**src/logic/sq_recv_cfg.svh**
```systemverilog
`ifndef SQ_RECV_CFG_SVH
`define SQ_RECV_CFG_SVH

// command fifo word
`define SQ_SLOT_TAG_W 10
`define SQ_QID_W 4

// admin queue plus eight io queues
`define SQ_NUM_QUEUES 9
`define SQ_PTR_W 8

// host command entry and table beats
`define SQ_ENTRY_W 512
`define SQ_BEAT_W 128
`define SQ_NUM_BEATS 4
`define SQ_BEAT_SEL_W 2

// command id sits in dword 0 of the entry
`define SQ_CID_W 16
`define SQ_CID_LSB 16

`define SQ_CMD_NUM_W 8

`endif

```
**src/logic/sq_recv_pkg.sv**
```systemverilog
`default_nettype none
`include "sq_recv_cfg.svh"

package sq_recv_pkg;

	typedef enum logic [3:0] {
		s_idle,
		s_cmd_pop,
		s_wait_entry,
		s_load, // rx pop, beat 0 selected
		s_beat0,
		s_beat1,
		s_beat2,
		s_beat3,
		s_wait_sq,
		s_done // completion post
	} recv_state_e;

	typedef struct packed {
		logic [`SQ_QID_W-1:0] qid;
		logic [`SQ_SLOT_TAG_W-1:0] slot_tag;
	} sq_cmd_t;

	typedef struct packed {
		logic wr_en;
		logic [`SQ_SLOT_TAG_W+`SQ_BEAT_SEL_W-1:0] addr; // slot tag, beat index
		logic [`SQ_BEAT_W-1:0] data;
	} table_wr_t;

	typedef struct packed {
		logic wr_en;
		logic [`SQ_SLOT_TAG_W-1:0] addr;
		logic [`SQ_QID_W+`SQ_CID_W-1:0] data; // qid, cid
	} cid_wr_t;

	typedef struct packed {
		logic [`SQ_CMD_NUM_W-1:0] cmd_num;
		logic [`SQ_SLOT_TAG_W-1:0] slot_tag;
		logic [`SQ_QID_W-1:0] qid;
	} sq_done_t;

	typedef logic [`SQ_NUM_QUEUES-1:0][`SQ_PTR_W-1:0] ptr_vec_t;

endpackage

`default_nettype wire

```
**src/logic/hcmd_entry_capture.sv**
```systemverilog
`default_nettype none
`include "sq_recv_cfg.svh"

module hcmd_entry_capture
	import sq_recv_pkg::*;
(
	input wire logic pcie_user_clk,
	input wire logic w_sq_rst_n,
	input wire logic [`SQ_ENTRY_W-1:0] rx_fifo_data,
	input wire logic entry_load,
	input wire logic [`SQ_BEAT_SEL_W-1:0] beat_sel,
	input wire logic beat_wr_en,
	input wire sq_cmd_t cur_cmd,
	output table_wr_t hcmd_table_wr,
	output cid_wr_t hcmd_cid_wr
);

	logic [`SQ_NUM_BEATS-1:0][`SQ_BEAT_W-1:0] entry_q;
	logic [`SQ_NUM_BEATS-1:0][`SQ_BEAT_W-1:0] entry_src;
	logic tbl_en_q;
	logic [`SQ_SLOT_TAG_W+`SQ_BEAT_SEL_W-1:0] tbl_addr_q;
	logic [`SQ_BEAT_W-1:0] tbl_data_q;
	logic cid_en_q;
	logic [`SQ_SLOT_TAG_W-1:0] cid_addr_q;
	logic [`SQ_QID_W+`SQ_CID_W-1:0] cid_data_q;
	logic cid_sel;

	// beat 0 comes straight off the rx fifo in the load cycle
	assign entry_src = entry_load ? rx_fifo_data : entry_q;
	assign cid_sel = beat_wr_en && (beat_sel == 2'd0);

	always_ff @(posedge pcie_user_clk) begin
		if (entry_load) begin
			entry_q <= rx_fifo_data;
		end
	end

	always_ff @(posedge pcie_user_clk or negedge w_sq_rst_n) begin
		if (!w_sq_rst_n) begin
			tbl_en_q <= 1'b0;
			cid_en_q <= 1'b0;
		end else begin
			tbl_en_q <= beat_wr_en;
			cid_en_q <= cid_sel; // once per command
		end
	end

	always_ff @(posedge pcie_user_clk) begin
		if (beat_wr_en) begin
			tbl_addr_q <= {cur_cmd.slot_tag, beat_sel};
			tbl_data_q <= entry_src[beat_sel];
		end
		if (cid_sel) begin
			cid_addr_q <= cur_cmd.slot_tag;
			cid_data_q <= {cur_cmd.qid, entry_src[0][`SQ_CID_LSB +: `SQ_CID_W]};
		end
	end

	assign hcmd_table_wr = '{wr_en: tbl_en_q, addr: tbl_addr_q, data: tbl_data_q};
	assign hcmd_cid_wr = '{wr_en: cid_en_q, addr: cid_addr_q, data: cid_data_q};

endmodule

`default_nettype wire

```
**src/logic/hcmd_recv_seq.sv**
```systemverilog
`default_nettype none
`include "sq_recv_cfg.svh"

module hcmd_recv_seq
	import sq_recv_pkg::*;
(
	input wire logic pcie_user_clk,
	input wire logic w_sq_rst_n,
	input wire logic cmd_fifo_empty_n,
	input wire sq_cmd_t cmd_fifo_data,
	input wire logic rx_fifo_empty_n,
	input wire logic hcmd_sq_full_n,
	output logic cmd_fifo_rd_en,
	output logic rx_fifo_rd_en,
	output logic entry_load,
	output logic [`SQ_BEAT_SEL_W-1:0] beat_sel,
	output logic beat_wr_en,
	output sq_cmd_t cur_cmd,
	output logic hcmd_sq_wr_en,
	output sq_done_t hcmd_sq_wr_data,
	output logic ptr_advance,
	output logic [`SQ_QID_W-1:0] adv_qid
);

	recv_state_e state;
	recv_state_e next_state;
	logic [`SQ_CMD_NUM_W-1:0] hcmd_num;

	always_ff @(posedge pcie_user_clk or negedge w_sq_rst_n) begin
		if (!w_sq_rst_n) begin
			state <= s_idle;
		end else begin
			state <= next_state;
		end
	end

	always_comb begin
		next_state = state;
		case (state)
			s_idle: begin
				if (cmd_fifo_empty_n) begin
					next_state = s_cmd_pop;
				end
			end
			s_cmd_pop: next_state = s_wait_entry;
			s_wait_entry: begin
				if (rx_fifo_empty_n) begin
					next_state = s_load;
				end
			end
			s_load: next_state = s_beat0;
			s_beat0: next_state = s_beat1;
			s_beat1: next_state = s_beat2;
			s_beat2: next_state = s_beat3;
			s_beat3: next_state = s_wait_sq;
			s_wait_sq: begin
				if (hcmd_sq_full_n) begin // slot queue has room
					next_state = s_done;
				end
			end
			s_done: next_state = s_idle;
			default: next_state = s_idle;
		endcase
	end

	// shown word is valid in the pop cycle
	always_ff @(posedge pcie_user_clk) begin
		if (state == s_cmd_pop) begin
			cur_cmd <= cmd_fifo_data;
		end
	end

	always_ff @(posedge pcie_user_clk or negedge w_sq_rst_n) begin
		if (!w_sq_rst_n) begin
			hcmd_num <= '0;
		end else if (state == s_done) begin
			hcmd_num <= hcmd_num + 1'b1; // wraps at 256
		end
	end

	// table beats are issued one cycle ahead, capture registers them
	always_comb begin
		cmd_fifo_rd_en = 1'b0;
		rx_fifo_rd_en = 1'b0;
		entry_load = 1'b0;
		beat_sel = 2'd0;
		beat_wr_en = 1'b0;
		hcmd_sq_wr_en = 1'b0;
		ptr_advance = 1'b0;
		case (state)
			s_cmd_pop: cmd_fifo_rd_en = 1'b1;
			s_load: begin
				rx_fifo_rd_en = 1'b1;
				entry_load = 1'b1;
				beat_wr_en = 1'b1;
			end
			s_beat0: begin
				beat_sel = 2'd1;
				beat_wr_en = 1'b1;
			end
			s_beat1: begin
				beat_sel = 2'd2;
				beat_wr_en = 1'b1;
			end
			s_beat2: begin
				beat_sel = 2'd3;
				beat_wr_en = 1'b1;
			end
			s_done: begin
				hcmd_sq_wr_en = 1'b1;
				ptr_advance = 1'b1;
			end
			default: begin
			end
		endcase
	end

	assign hcmd_sq_wr_data = '{cmd_num: hcmd_num, slot_tag: cur_cmd.slot_tag, qid: cur_cmd.qid};
	assign adv_qid = cur_cmd.qid;

endmodule

`default_nettype wire

```
**src/logic/sq_head_ptr_array.sv**
```systemverilog
`default_nettype none
`include "sq_recv_cfg.svh"

module sq_head_ptr_array
	import sq_recv_pkg::*;
(
	input wire logic pcie_user_clk,
	input wire logic w_sq_rst_n,
	input wire logic [`SQ_NUM_QUEUES-1:0] sq_rst_n,
	input wire ptr_vec_t sq_sizes,
	input wire logic ptr_advance,
	input wire logic [`SQ_QID_W-1:0] adv_qid,
	output wire ptr_vec_t head_ptrs
);

	genvar i;

	// queue 0 is admin, 1..8 are io queues
	generate
		for (i = 0; i < `SQ_NUM_QUEUES; i++) begin : g_queue
			logic q_rst_n;
			logic q_adv;
			logic [`SQ_PTR_W-1:0] ptr_q;

			assign q_rst_n = w_sq_rst_n & sq_rst_n[i]; // per-queue clear from software
			assign q_adv = ptr_advance && (adv_qid == `SQ_QID_W'(i));

			always_ff @(posedge pcie_user_clk or negedge q_rst_n) begin
				if (!q_rst_n) begin
					ptr_q <= '0;
				end else if (q_adv) begin
					if (ptr_q == sq_sizes[i]) begin
						ptr_q <= '0; // size is last valid index
					end else begin
						ptr_q <= ptr_q + 1'b1;
					end
				end
			end

			assign head_ptrs[i] = ptr_q;
		end
	endgenerate

endmodule

`default_nettype wire

```
**src/logic/sq_recv_top.sv**
```systemverilog
`default_nettype none
`include "sq_recv_cfg.svh"

module sq_recv_top
	import sq_recv_pkg::*;
(
	input wire logic pcie_user_clk,
	input wire logic w_sq_rst_n,

	input wire sq_cmd_t cmd_fifo_data,
	input wire logic cmd_fifo_empty_n,
	output logic cmd_fifo_rd_en,

	input wire logic [`SQ_ENTRY_W-1:0] rx_fifo_data,
	input wire logic rx_fifo_empty_n,
	output logic rx_fifo_rd_en,

	output table_wr_t hcmd_table_wr,
	output cid_wr_t hcmd_cid_wr,

	output logic hcmd_sq_wr_en,
	output sq_done_t hcmd_sq_wr_data,
	input wire logic hcmd_sq_full_n,

	input wire logic [`SQ_NUM_QUEUES-1:0] sq_rst_n,
	input wire ptr_vec_t sq_sizes,
	output ptr_vec_t head_ptrs
);

	logic entry_load;
	logic [`SQ_BEAT_SEL_W-1:0] beat_sel;
	logic beat_wr_en;
	sq_cmd_t cur_cmd;
	logic ptr_advance;
	logic [`SQ_QID_W-1:0] adv_qid;

	hcmd_recv_seq i_hcmd_recv_seq (
		.pcie_user_clk (pcie_user_clk),
		.w_sq_rst_n (w_sq_rst_n),
		.cmd_fifo_empty_n (cmd_fifo_empty_n),
		.cmd_fifo_data (cmd_fifo_data),
		.rx_fifo_empty_n (rx_fifo_empty_n),
		.hcmd_sq_full_n (hcmd_sq_full_n),
		.cmd_fifo_rd_en (cmd_fifo_rd_en),
		.rx_fifo_rd_en (rx_fifo_rd_en),
		.entry_load (entry_load),
		.beat_sel (beat_sel),
		.beat_wr_en (beat_wr_en),
		.cur_cmd (cur_cmd),
		.hcmd_sq_wr_en (hcmd_sq_wr_en),
		.hcmd_sq_wr_data (hcmd_sq_wr_data),
		.ptr_advance (ptr_advance),
		.adv_qid (adv_qid)
	);

	hcmd_entry_capture i_hcmd_entry_capture (
		.pcie_user_clk (pcie_user_clk),
		.w_sq_rst_n (w_sq_rst_n),
		.rx_fifo_data (rx_fifo_data),
		.entry_load (entry_load),
		.beat_sel (beat_sel),
		.beat_wr_en (beat_wr_en),
		.cur_cmd (cur_cmd),
		.hcmd_table_wr (hcmd_table_wr),
		.hcmd_cid_wr (hcmd_cid_wr)
	);

	sq_head_ptr_array i_sq_head_ptr_array (
		.pcie_user_clk (pcie_user_clk),
		.w_sq_rst_n (w_sq_rst_n),
		.sq_rst_n (sq_rst_n),
		.sq_sizes (sq_sizes),
		.ptr_advance (ptr_advance),
		.adv_qid (adv_qid),
		.head_ptrs (head_ptrs)
	);

endmodule

`default_nettype wire

```
**config.mk**
```make
export PLATFORM = sky130hd
export DESIGN_NAME = sq_recv_top
export DESIGN_NICKNAME = d
export VERILOG_FILES = /design/src/logic/sq_recv_pkg.sv /design/src/logic/hcmd_entry_capture.sv /design/src/logic/hcmd_recv_seq.sv /design/src/logic/sq_head_ptr_array.sv /design/src/logic/sq_recv_top.sv
export VERILOG_INCLUDE_DIRS = /design/src /design/src/logic
export SDC_FILE = /design/constraint.sdc
export NUM_CORES = 1
export LEC_CHECK = 0
export ABC_CLOCK_PERIOD_IN_PS = 7400
export BUFFER_PORTS_ARGS = -buffer_cell sky130_fd_sc_hd__buf_2
export CORE_AREA = 2 2 339 341
export CTS_BUF_LIST = sky130_fd_sc_hd__clkbuf_4 sky130_fd_sc_hd__clkbuf_8 sky130_fd_sc_hd__clkbuf_16
export CTS_CLUSTER_SIZE = 24
export DETAILED_ROUTE_END_ITERATION = 10
export DIE_AREA = 0 0 341 343
export SKIP_CTS_REPAIR_TIMING = 1
export SLEW_MARGIN = 20
export SYNTH_ARGS = -nofsm -noshare
export SYNTH_HDL_FRONTEND = slang
export SYNTH_SLANG_ARGS = --single-unit
```
**constraint.sdc**
```tcl
create_clock -name pcie_user_clk -period 7.4 [get_ports pcie_user_clk]
set_clock_uncertainty 0.05 [all_clocks]
set_input_delay 1.48 -clock pcie_user_clk [delete_from_list [all_inputs] [get_ports pcie_user_clk]]
set_output_delay 1.48 -clock pcie_user_clk [all_outputs]
set_load 0.05 [all_outputs]
```
* Yosys cells after proc, flatten, opt, wreduce, memory -nomap -nowiden *
Cells that the tools add are included.

operators by class
  $add $sub $neg = 10
  magnitude comparators = 1
  equality and inequality tests = 29
  muxes and demuxes = 21
  bitwise logic cells = 9
  reductions and logical operators = 15

operators with widths
  kind                                                                   number
  512-bit 2-to-1 mux                                                     1
  128-bit binary-select mux with 2-bit select                            1
  128-bit 2-to-1 mux                                                     1
  8-bit by 1-bit adder with 8-bit output (second input constant)         10
  8-bit == test                                                          9
  8-bit 2-to-1 mux                                                       9
  4-bit case mux with 9 select lines                                     1
  4-bit by 3-bit == test with 1-bit output (second input constant)       8
  4-bit by 2-bit == test with 1-bit output (second input constant)       4
  4-bit == test (second input constant)                                  3
  4-bit 2-to-1 mux                                                       3
  1-bit logical AND                                                      10
  1-bit AND                                                              9
  4-bit by 1-bit == test with 1-bit output (second input constant)       2
  4-bit logical NOT                                                      2
  2-bit != test (second input constant)                                  3
  2-bit case mux with 3 select lines                                     1
  1-bit 2-to-1 mux                                                       4
  4-bit OR reduction                                                     1
  2-bit by 3-bit < comparator with 1-bit output (second input constant)  1
  3-bit AND reduction                                                    1
  2-bit logical NOT                                                      1

storage, ports and cells
  flip-flop bits (word level) = 782
  input bits = 612
  logic and storage cells = 108

* Longest topological paths before layout *
Gate-level depths: netlist (run 1).

  word-level depth = 5
  mapped depth = 8

* By module *
From an unflattened synthesis (run 1), not the netlist that was laid out.

second synthesis, totals
  cells, all modules = 2048
  area total of the unflattened synthesis = 32198.4 um2

modules (own cells, without submodules)
  module              times used  cells an instance  area each (um2)
  hcmd_entry_capture  1           1412               26285.2
  sq_head_ptr_array   1           545                4734.5
  hcmd_recv_seq       1           91                 1178.6

* Least setup slack after synthesis (run 1) *
Ideal clock, no wire load.

  kind = reg-to-reg
  start point = reg i_hcmd_recv_seq.state[0]
  end point = reg i_hcmd_entry_capture.tbl_en_q
  library setup time = 738 ps
  data arrival time = 6574 ps
  required time = 6612 ps
  path slack = 39 ps
  cell stages (with the launch flop) = 5
  cells stage by stage = dfrtp_1 buf_2 nand2_2 xor2_1 nor2_1

between the ends
  longest elaborated chain between the ends = 3
  elaborated cells on any way between the ends = 6
  those cells by class = 4 x eq/ne; 1 x mux; 1 x reduce/logical

RTL lines
  element                                                                                               RTL line                  text
  from (decl)                                                                                           hcmd_recv_seq.sv:25       recv_state_e state;
  from (signal assigned)                                                                                hcmd_recv_seq.sv:31       state <= s_idle;
  from (signal assigned)                                                                                hcmd_recv_seq.sv:33       state <= next_state;
  4-bit by 2-bit == test with 1-bit output or 4-bit by 3-bit == test with 1-bit output (tied branches)  hcmd_recv_seq.sv:90       case (state)
  4-bit OR reduction (no source line) (*)                                                               n/a
  1-bit 2-to-1 mux (*)                                                                                  hcmd_recv_seq.sv:90
  via beat_wr_en                                                                                        sq_recv_top.sv:32         logic beat_wr_en;
  to (signal assigned)                                                                                  hcmd_entry_capture.sv:43  tbl_en_q <= beat_wr_en;
  to (decl)                                                                                             hcmd_entry_capture.sv:20  logic tbl_en_q;

Mark *: on every way through the listed nets, which the timed path passes. The rest lies on a longest branch.
A chain may end at the register's enable or synchronous reset.

* Worst setup path after layout (run 1) *
  start point = reg i_hcmd_recv_seq.state[0]
  end point = out rx_fifo_rd_en

between the ends
  longest elaborated chain between the ends = 2

RTL lines
  element                                   RTL line             text
  4-bit by 2-bit == test with 1-bit output  hcmd_recv_seq.sv:90
  1-bit 2-to-1 mux                          hcmd_recv_seq.sv:90
  to (decl)                                 sq_recv_top.sv:16    output logic rx_fifo_rd_en,

No other way between the ends.

==> flow_metrics.tcl, run 1 <==
set metrics [dict create \
    run_status "completed" \
    core_region_area_mm2 0.1134 \
    ys.flop_type "dfxtp_1" \
    cts_made_buffers 85 \
    num_rows 124 \
    power_frac_clock_pct 21.1 \
    drtIter0Drc 869 \
    multi_input_comb_area_mm2 0.01234 \
    die-area_mm2 0.1170 \
    setup_tns_ps 0 \
    clkLatencyLatePin_ps 650 \
    synth_seq_cells 782 \
    timing.critical_path.buf_inv 2 \
    mappedNetlistNets 3023 \
    cp_top_family "buffers and inverters" \
    cts_root_buffer "clkbuf_16" \
    drt-total-wl_um 102900 \
    ff_latch_area_mm2 0.01793 \
    critPathKind "reg -> out" \
    switching_share_pct 38.68 \
    track_usage_pct 16.75 \
    grt_pass1_wl_um 145600 \
    path_clk_slew_ps 60 \
    synth_top_area_cell "dfxtp_1" \
    cp_cell_sequence "nand2_2, nor3_2, buf_12, buf_2" \
    yosys_warnings 0 \
    yosys.area.top_type_share_pct 32.99 \
    hold_class "reg -> reg" \
    synthArstFlopShare_pct 11.00 \
    syn_to_final_growth_pct 28.16 \
    drc_errors 0 \
    fin_crit_sh_pct 62.23 \
    port_buffers 880 \
    place_congestion 0.8227 \
    fmax_mhz 217.1 \
    grt_setup_unrepaired "no" \
    slowest_stage "dfrtp_4" \
    r2r_slack_ps 3610 \
    layout_min_cycle_time_ps 4605 \
    fin_nets 3872 \
    crit_path_start_kind "register" \
    vias 22260 \
    synth_edf_count 184 \
    syn_area_mm2 0.03107 \
    fp.dieH_um 343 \
    hpwl_um 76110 \
    grt_pass1_vias 22100 \
    synth_area_leaders "dfxtp_1 33%, mux2_2 19%, edfxtp_1 18%" \
    peakVddDrop_uv 275.1 \
    drive_gt1_share_pct 47.98 \
    drv_slew 0 \
    synthDistinctLibCells 48 \
    end_kind "output pin" \
    arrival_ps 3080 \
    ioPinCount 881 \
    synth.avg_cell_area_um2 12.94 \
    p_seq_share_pct 38.0 \
    antenna_found_initial 67 \
    viasPerCell 4.566 \
    crit_required_ps 5870 \
    finalSetupViolations 0 \
    seq_area_frac_synth_pct 57.69 \
    intPower_uw 12660 \
    hold_viol_final 0 \
    initial_core_util_pct 27.40 \
    p_leak_uw 0.01648 \
    max_slew_margin_pct 31.41 \
    cts_max_level 3 \
    maxCapViolations 0 \
    fillers 11360 \
    cts_sinks 782 \
    tightest_slew_ps 1029 \
    placed_area_mm2 0.03680 \
    total_power_uw 20650 \
    drtPass1Iterations 5 \
    power_frac_comb_pct 40.8 \
    synthCells 2401 \
    final_antenna_net_count 0 \
    switchingPower_uw 7987 \
    grt_overflow 0 \
    cpPeakStageDelay_ps 820 \
    crit_fanout 143 \
    wire_per_inst_um 21.12 \
    fp.dieW_um 341 \
    cts_buffer_depth 3 \
    power_density_mw_per_mm2 518.5 \
    fin_area_mm2 0.03982 \
    grt_max_degree 145 \
    whs_ps 418.6 \
    cts_tree "yes" \
]
==> worst register-to-register path: cells and delay by family (launching register included) <==
family | cells | cell delay [ps]
AO/OA/AOI/OAI | 1 | 120
buffers and inverters | 2 | 1380
flip-flops | 1 | 820
multiplexers | 1 | 690
AND/OR/NAND/NOR | 2 | 490
==> flip-flops by register name, summed over array words and instances, names as in the netlist, 8 cells and up <==
signal	cells
i_hcmd_entry_capture.entry_q	512
i_hcmd_entry_capture.tbl_data_q	128
i_sq_head_ptr_array.g_queue.ptr_q	72
i_hcmd_entry_capture.cid_data_q	20
i_hcmd_entry_capture.tbl_addr_q	12
i_hcmd_entry_capture.cid_addr_q	10
i_hcmd_recv_seq.cur_cmd	10
i_hcmd_recv_seq.hcmd_num	8
==> metrics by stage <==
| step | worst slack (ps) | utilization, % | cells |
|---|---|---|---|
| after floorplan | 38.62 | - | 2401 |
| after global placement | 3373 | 32.45 | 4675 |
| after detailed placement | 3368 | 32.45 | 4675 |
| after CTS | 2670 | 35.01 | 4834 |
| after global routing | 2601 | 35.10 | 4866 |
| final | 2795 | 35.11 | 4874 |
==> cells by family after synthesis <==
| logic type | Yosys count | synth area share [%] |
|---|---|---|
| adders and majority gates | 10 | 0.4027 |
| xor gates and xnor gates | 105 | 2.960 |
| buffers and inverters | 146 | 2.803 |
| and+or+nand+nor | 374 | 5.859 |
| DFF | 782 | 57.69 |
| AOI/OAI and AO/OA | 335 | 7.292 |
| muxes | 649 | 22.99 |
==> area by class of cell <==
type | instances | area share, %
antenna | 40 | 0.2513
inverter | 3 | 0.02828
clock buffer | 122 | 6.258
timing repair buffer | 905 | 11.66
sequential | 782 | 45.03
clock inverter | 37 | 1.040
multi-input combinational | 1473 | 30.98
tap | 1512 | 4.750
==> placed cells by master, fill, tap and decap left out, drive strengths merged, types with 14 or more instances in the layout <==
cell	count
buf	905
mux2	518
dfxtp	512
edfxtp	184
nor2	178
a21oi	139
mux2i	131
o2bb2ai	129
clkbuf	122
dfrtp	86
xnor2	74
nand2	46
diode	40
nand4	36
o21ai	36
xor2	31
nand3	24
clkinv	23
and3	18
nor2b	18
a22o	17
and2	14
nor3	14
==> per-layer routing <==
metal	share of wire [%]	routed length, um	global-route usage (%)	vias up
met1	37	38430	18.46	10730
met4	3.9	4027	7.131	46
met5	0.24	248	0	-
li1	-	-	-	10500
met3	9.3	9568	6.477	209
met2	49	50660	28.71	775
==> final timing paths <==
check                                                          start                                                  end  cells past startpoint
worst max-delay path            i_hcmd_recv_seq.state[0]$_DFFE_PN0P_                                        rx_fifo_rd_en                      4
worst min-delay path            i_hcmd_recv_seq.cur_cmd[7]$_DFFE_PP_         i_hcmd_entry_capture.cid_addr_q[7]$_DFFE_PP_                      0
worst max register to register  i_hcmd_recv_seq.state[0]$_DFFE_PN0P_       i_hcmd_entry_capture.tbl_data_q[127]$_DFFE_PP_                      6
worst min register to register  i_hcmd_recv_seq.cur_cmd[7]$_DFFE_PP_         i_hcmd_entry_capture.cid_addr_q[7]$_DFFE_PP_                      0
max in group asynchronous                                 w_sq_rst_n  i_sq_head_ptr_array.g_queue[2].ptr_q[4]$_DFFE_PN0P_                      2
min in group asynchronous                                sq_rst_n[7]  i_sq_head_ptr_array.g_queue[7].ptr_q[7]$_DFFE_PN0P_                      2
==> synthesized netlist by cell type (2+ instances only) <==
cell type  count
nor3_1        14
inv_1          3
nand3_1       24
mux2_2       518
a22o_1        17
mux2i_1      131
dfrtp_1       86
edfxtp_1     184
buf_4         29
and2_1        14
xnor2_1       74
dfxtp_1      512
nor4_2         4
o21ai_0       36
xor2_1        31
nand2_1       45
nand2b_1       6
buf_2         33
ha_1          10
nor2b_1       18
o22ai_1        2
o311ai_0       3
or3_1          3
buf_6         23
nand4_1       36
nor2_1       177
nor4_1         3
clkbuf_1      50
and4_1         3
a21oi_1      139
buf_1          8
and3_1        18
a21o_1         4
o2bb2ai_1    129
==> power by group through the flow <==
| stage | registers, uW | logic (uW) | clock network (uW) |
|---|---|---|---|
| 2_1_floorplan | 9410 | 4700 | 0 |
| 3_5_place_dp | 7950 | 8530 | 0 |
| 5_1_grt | 8090 | 9070 | 4640 |
| 6_report | 7850 | 8430 | 4370 |
| 3_3_place_gp | 7890 | 8420 | 0 |
| 4_1_cts | 7870 | 8550 | 4480 |
Note: power is estimated with default switching activity, not from simulation.
==> run 2: changes to the inputs <==
Settings changed: ABC_AREA set to 1, ABC_CLOCK_PERIOD_IN_PS 7400 to 4700, CORE_AREA 2 2 339 341 to 2 2 343 345, DIE_AREA 0 0 341 343 to 0 0 345 347.
Clock period 7.4 ns to 4.7 ns, I/O delays scaled along.
==> run 2 against run 1 <==
Effect of this change: sequential cell count stayed put; global-route usage up 1.5 points; critical path depth did not move; combinational power increased by 97%; first-iteration DRC count grew 130%; setup slack lost 1600 ps; non-clock buffer count is 2 lower; largest cell class unchanged; highest routed layer unchanged.
==> flow_metrics.tcl, run 2 <==
set metrics [dict create \
    run_status "completed" \
    r2r_end "i_hcmd_entry_capture.tbl_data_q[57]$_DFFE_PP_" \
    grt_setup_unrepaired "no" \
    switchingPower_uw 16530 \
    synth.avg_cell_area_um2 7.247 \
    drc_errors 0 \
    synthArstFlopShare_pct 11.00 \
    synthDistinctLibCells 25 \
    crit_fanout 55 \
    final_common_cell "nand2_1" \
    drtIter0Drc 2013 \
    drtPass1Iterations 5 \
    dp_cells 6897 \
    syn_to_final_growth_pct 26.40 \
    timing.critical_path.buf_inv 2 \
    grt_overflow 0 \
    r2r_start "i_hcmd_recv_seq.state[2]$_DFFE_PN0P_" \
    fp.dieW_um 345 \
    worst-path-stages 4 \
    ff_latch_area_mm2 0.01793 \
    cpPeakStageDelay_ps 460 \
    power_density_mw_per_mm2 843.8 \
    cts_root_buffer "clkbuf_16" \
    grt_pass1_vias 28680 \
    track_usage_pct 18.23 \
    synth_seq_cells 782 \
    synthCells 4666 \
    cts_made_buffers 90 \
    drv_slew 0 \
    fin_crit_sh_pct 75.44 \
    path_clk_slew_ps 60 \
    yosys_warnings 0 \
    largest_reg_flops 512 \
    cts_tree "yes" \
    setup_tns_ps 0 \
    antenna_found_initial 74 \
    maxUsedRoutingLayer "met5" \
    crit_required_ps 3710 \
    switching_share_pct 45.83 \
    hold_viol_final 0 \
    hold_class "in -> async" \
    maxCapViolations 0 \
    power_frac_clock_pct 20.2 \
    max_flop_register "i_hcmd_entry_capture.entry_q" \
    cp_cell_sequence "nor2_1, nand2_8, inv_8, buf_2" \
    ys.flop_type "dfxtp_1" \
    fin_cells 7093 \
    end_kind "output pin" \
    critPathKind "reg -> out" \
    arrival_ps 2560 \
    met3_length_um 11000 \
    met2WireLength_um 52590 \
    ioPinCount 881 \
    yosys.area.top_type_share_pct 30.31 \
    initial_core_util_pct 29.22 \
    p_seq_share_pct 33.7 \
    drt-total-wl_um 112600 \
    die-area_mm2 0.1197 \
    cp_top_family "buffers and inverters" \
    syn_area_mm2 0.03381 \
    synth_area_leaders "dfxtp_1 30%, nand2_1 24%, edfxtp_1 16%" \
    grt_max_degree 234 \
    tightest_slew_ps 1115 \
    place_congestion 0.8535 \
    finalSetupViolations 0 \
    final_antenna_net_count 0 \
    cts_buffer_depth 3 \
    drive_gt1_share_pct 19.56 \
    fmax_mhz 282.0 \
    final_cell_mix "2198 x nand2_1, 880 x buf_2, 790 x inv_1" \
    met1_length_um 44400 \
    multi_input_comb_area_mm2 0.01198 \
    ff2ff_path_depth 10 \
    cts_max_level 3 \
    synth_edf_count 184 \
    viasPerCell 4.276 \
    synth_top_area_cell "dfxtp_1" \
    mappedNetlistNets 5288 \
    fin_nets 6087 \
    synth_common_cells "2199 x nand2_1, 792 x inv_1, 512 x dfxtp_1, 259 x o21ai_0, 218 x nand3_1" \
    layout_min_cycle_time_ps 3546 \
    power_frac_comb_pct 46.1 \
    vias 30330 \
    core_region_area_mm2 0.1157 \
    reg.largest.list "i_hcmd_entry_capture.entry_q (512), i_hcmd_entry_capture.tbl_data_q (128), i_sq_head_ptr_array.g_queue.ptr_q (72)" \
    max_slew_margin_pct 25.64 \
    cts_sinks 782 \
    wire_per_inst_um 15.87 \
    r2r_slack_ps 1880 \
    intPower_uw 19540 \
    grt_pass1_wl_um 168600 \
    num_rows 125 \
    seq_area_frac_synth_pct 53.02 \
    yosysMostFrequentCell "nand2_1" \
    peakVddDrop_uv 371.9 \
    p_leak_uw 0.02349 \
    fp.dieH_um 347 \
    clkLatencyLatePin_ps 680 \
    crit_path_start_kind "register" \
    hpwl_um 79330 \
    port_buffers 880 \
    slowest_stage "dfrtp_1" \
    fillers 12260 \
]
## run 2: power groups by stage
stage                     clock [uW]  combinational [uW]  sequential, uW
after global routing            7780               18800           12500
after detailed placement           0               16800           12300
after floorplan                    0                9070           15400
after CTS                       7490               16900           12200
after global placement             0               16500           12200
final                           7300               16600           12100
## run 2: cells by family after synthesis
group,share of synthesized area [%]
fa+ha+maj,0.3700
buf+inv,11.74
simple gates,29.61
compound gates,3.885
xor+xnor,1.373
flops,53.02
## run 2: area by class of cell
type / count / share of cell area, %
diodes: 27 / 0.1581
multi-input cells: 2893 / 28.04
clock inverters: 43 / 1.139
flip-flops and latches: 782 / 41.94
inverters: 795 / 7.011
clock buffers: 126 / 6.194
repair buffers: 903 / 11.06
well taps: 1524 / 4.461
## run 2: worst max-delay path by stage
stage | startpoint | to | slack, ps
5_1_grt | i_hcmd_recv_seq.state[2]$_DFFE_PN0P_ | rx_fifo_rd_en | 940
3_5_place_dp | i_hcmd_recv_seq.state[2]$_DFFE_PN0P_ | rx_fifo_rd_en | 1780
6_report | i_hcmd_recv_seq.state[2]$_DFFE_PN0P_ | rx_fifo_rd_en | 1150
3_3_place_gp | i_hcmd_recv_seq.state[2]$_DFFE_PN0P_ | rx_fifo_rd_en | 1820
4_1_cts | i_hcmd_recv_seq.state[2]$_DFFE_PN0P_ | rx_fifo_rd_en | 1020
2_1_floorplan | i_hcmd_recv_seq.state[1]$_DFFE_PN0P_ | cmd_fifo_rd_en | 1190
## run 2: per-stage QoR
step	util [%]	total power [uW]	hold slack, ps	instance area, um2	setup slack [ps]
floorplan	-	24420	372.3	33820	1188
global placement	34.17	28750	381.5	39540	1822
detailed placement	34.17	29070	385.7	39540	1785
CTS	36.87	36520	126.8	42680	1017
global route	36.92	39010	158.6	42730	944.9
finish	36.93	36070	179.8	42740	1154
## run 2: metal layers
metal | GRT usage (%) | up-vias
li1 | - | 15510
met1 | 20.94 | 13470
met2 | 30.35 | 1017
met3 | 7.061 | 258
met4 | 7.385 | 70
met5 | 0 | -
## run 2: tightest hold or removal path, cell delays in order
cell and delay, ps:
buf_2 80, nand2_1 40, inv_1 240
==> run 3: changes to the inputs <==
Settings changed: ABC_AREA 1 to 0, ABC_CLOCK_PERIOD_IN_PS 4700 to 3400, CORE_AREA 2 2 343 345 to 2 2 342 344, DIE_AREA 0 0 345 347 to 0 0 344 346.
Clock period 4.7 ns to 3.4 ns, I/O delays scaled along.
==> run 3 against run 2 <==
Effect of this change: global-route usage is 1.5 points lower; critical path type unchanged; die area is 0.58% lower; largest cell class unchanged; cell count is 31% lower.
==> flow_metrics.tcl, run 3 (same netlist as run 1, synthesis figures left out) <==
set metrics [dict create \
    fmax_mhz 315.9 \
    fin_cells 4921 \
    setup_tns_ps 0 \
    initial_core_util_pct 26.92 \
    fin_crit_sh_pct 93.10 \
    maxCapViolations 0 \
    drc_errors 0 \
    critPathKind "reg -> out" \
    num_rows 125 \
    cts_buffer_depth 3 \
    grt_overflow 0 \
    switching_share_pct 38.81 \
    syn_to_final_growth_pct 29.52 \
    wire_per_inst_um 21.19 \
    power_frac_clock_pct 20.6 \
    hpwl_um 77600 \
    cts_tree "yes" \
    end_kind "output pin" \
    fillers 11560 \
    cts_made_buffers 87 \
    r2r_start "i_hcmd_recv_seq.state[2]$_DFFE_PN0P_" \
    total_power_uw 45490 \
    grt_setup_unrepaired "no" \
    die-area_mm2 0.1190 \
    drtPass1Iterations 6 \
    finalWorstSetupSlack_ps 234.7 \
    vias 22460 \
    power_frac_comb_pct 42.1 \
    cts_sinks 782 \
    ioPinCount 881 \
    final_common_cell "buf_2" \
    reg.largest.list "i_hcmd_entry_capture.entry_q (512), i_hcmd_entry_capture.tbl_data_q (128), i_sq_head_ptr_array.g_queue.ptr_q (72)" \
    worstSetupEndpoint "hcmd_sq_wr_en" \
    grt_max_degree 129 \
    final_antenna_net_count 0 \
    dp_cells 4721 \
    run_status "completed" \
    track_usage_pct 16.70 \
    post-place-ws_ps 715.3 \
    core_region_area_mm2 0.1154 \
    layout_min_cycle_time_ps 3165 \
    drt-total-wl_um 104300 \
    max_flop_register "i_hcmd_entry_capture.entry_q" \
    drv_slew 0 \
    grt_pass1_wl_um 147300 \
    hold_class "in -> async" \
    grt_pass1_vias 22500 \
    crit_fanout 12 \
    switchingPower_uw 17660 \
    finalSetupViolations 0 \
    antenna_found_initial 57 \
    clkLatencyLatePin_ps 660 \
    p_leak_uw 0.01673 \
    place_congestion 0.8464 \
    peakVddDrop_uv 970.3 \
    largest_reg_flops 512 \
    fin_nets 3914 \
    arrival_ps 2440 \
    port_buffers 880 \
    p_seq_share_pct 37.3 \
    drtIter0Drc 1063 \
    crit_path_start_kind "register" \
    fp.dieH_um 346 \
    r2r_end "i_sq_head_ptr_array.g_queue[7].ptr_q[5]$_DFFE_PN0P_" \
    cts_max_level 3 \
    ff2ff_path_depth 8 \
    final_cell_mix "880 x buf_2, 518 x mux2_2, 512 x dfxtp_1" \
    whs_ps 7.628 \
    viasPerCell 4.564 \
    hold_viol_final 0 \
    power_density_mw_per_mm2 1130 \
    cts_root_buffer "clkbuf_16" \
    fp.dieW_um 344 \
    intPower_uw 27830 \
    max_slew_margin_pct 41.07 \
    tightest_slew_ps 884.0 \
    path_clk_slew_ps 60 \
    r2r_slack_ps 740 \
    crit_required_ps 2670 \
    worstSetupStartpoint "i_hcmd_recv_seq.state[2]$_DFFE_PN0P_" \
    drive_gt1_share_pct 48.47 \
]
==> run 3: cell count changes in the layout (fill, tap and decap cells not counted), sizes merged, moves of 26 or more <==
| cell | change |
|---|---|
| mux2i | +131 |
| buf | +36 |
| mux2 | +518 |
| xnor2 | +26 |
| nand2 | -2155 |
| inv | -793 |
| nand4 | +31 |
| a21oi | +139 |
| nand3 | -194 |
| o2bb2ai | +129 |
| o21ai | -225 |
| nor2 | +59 |
| xor2 | +26 |
==> run 3: critical path: stages (launching register included) <==
cell and delay [ps]:
dfrtp_1 510, nand4bb_4 280, buf_4 220, inv_1 370, buf_2 390
==> run 3: worst min path at each step <==
stage	from	cells after the start	end
2_1_floorplan	w_sq_rst_n	0	i_hcmd_entry_capture.cid_en_q$_DFF_PN0_
6_report	sq_rst_n[3]	2	i_sq_head_ptr_array.g_queue[3].ptr_q[6]$_DFFE_PN0P_
4_1_cts	sq_rst_n[8]	2	i_sq_head_ptr_array.g_queue[8].ptr_q[7]$_DFFE_PN0P_
5_1_grt	sq_rst_n[4]	2	i_sq_head_ptr_array.g_queue[4].ptr_q[5]$_DFFE_PN0P_
3_3_place_gp	i_hcmd_recv_seq.cur_cmd[2]$_DFFE_PP_	0	i_hcmd_entry_capture.cid_addr_q[2]$_DFFE_PP_
3_5_place_dp	i_hcmd_recv_seq.cur_cmd[2]$_DFFE_PP_	0	i_hcmd_entry_capture.cid_addr_q[2]$_DFFE_PP_
==> run 3: final cells by class <==
cell class                 count  area [um2]  share of cell area [%]
inverter                       3       11.26                 0.02798
multi-input combinational   1473       12320                   30.61
clock buffer                 131        2551                   6.339
timing repair buffer         945        5107                   12.69
clock inverter                33       339.1                  0.8425
tap                         1524        1907                   4.738
sequential                   782       17930                   44.56
antenna                       30       75.07                  0.1865
==> run 3: power groups by stage <==
stage	Sequential [uW]	Combinational (uW)	Clock, uW
2_1_floorplan	20500	10400	0
3_3_place_gp	17000	19100	0
3_5_place_dp	17100	19300	0
4_1_cts	17000	19400	9610
5_1_grt	17500	20600	9980
6_report	16900	19200	9380
==> run 3: per-layer routing <==
| layer | routed length [um] | share of wire, % | global-route usage [%] | up-vias |
|---|---|---|---|---|
| li1 | - | - | - | 10580 |
| met1 | 38810 | 37 | 18.07 | 10840 |
| met2 | 51140 | 49 | 28.19 | 793 |
| met3 | 9827 | 9.4 | 6.483 | 214 |
| met4 | 4311 | 4.1 | 8.456 | 34 |
| met5 | 205 | 0.20 | 0 | - |
==> run 3: metrics by stage <==
stage               instance area (um2)  utilization [%]
finish                            40250            34.87
global route                      40230            34.86
CTS                               40110            34.75
detailed placement                37220            32.25
global placement                  37220            32.25
floorplan                         31090                -
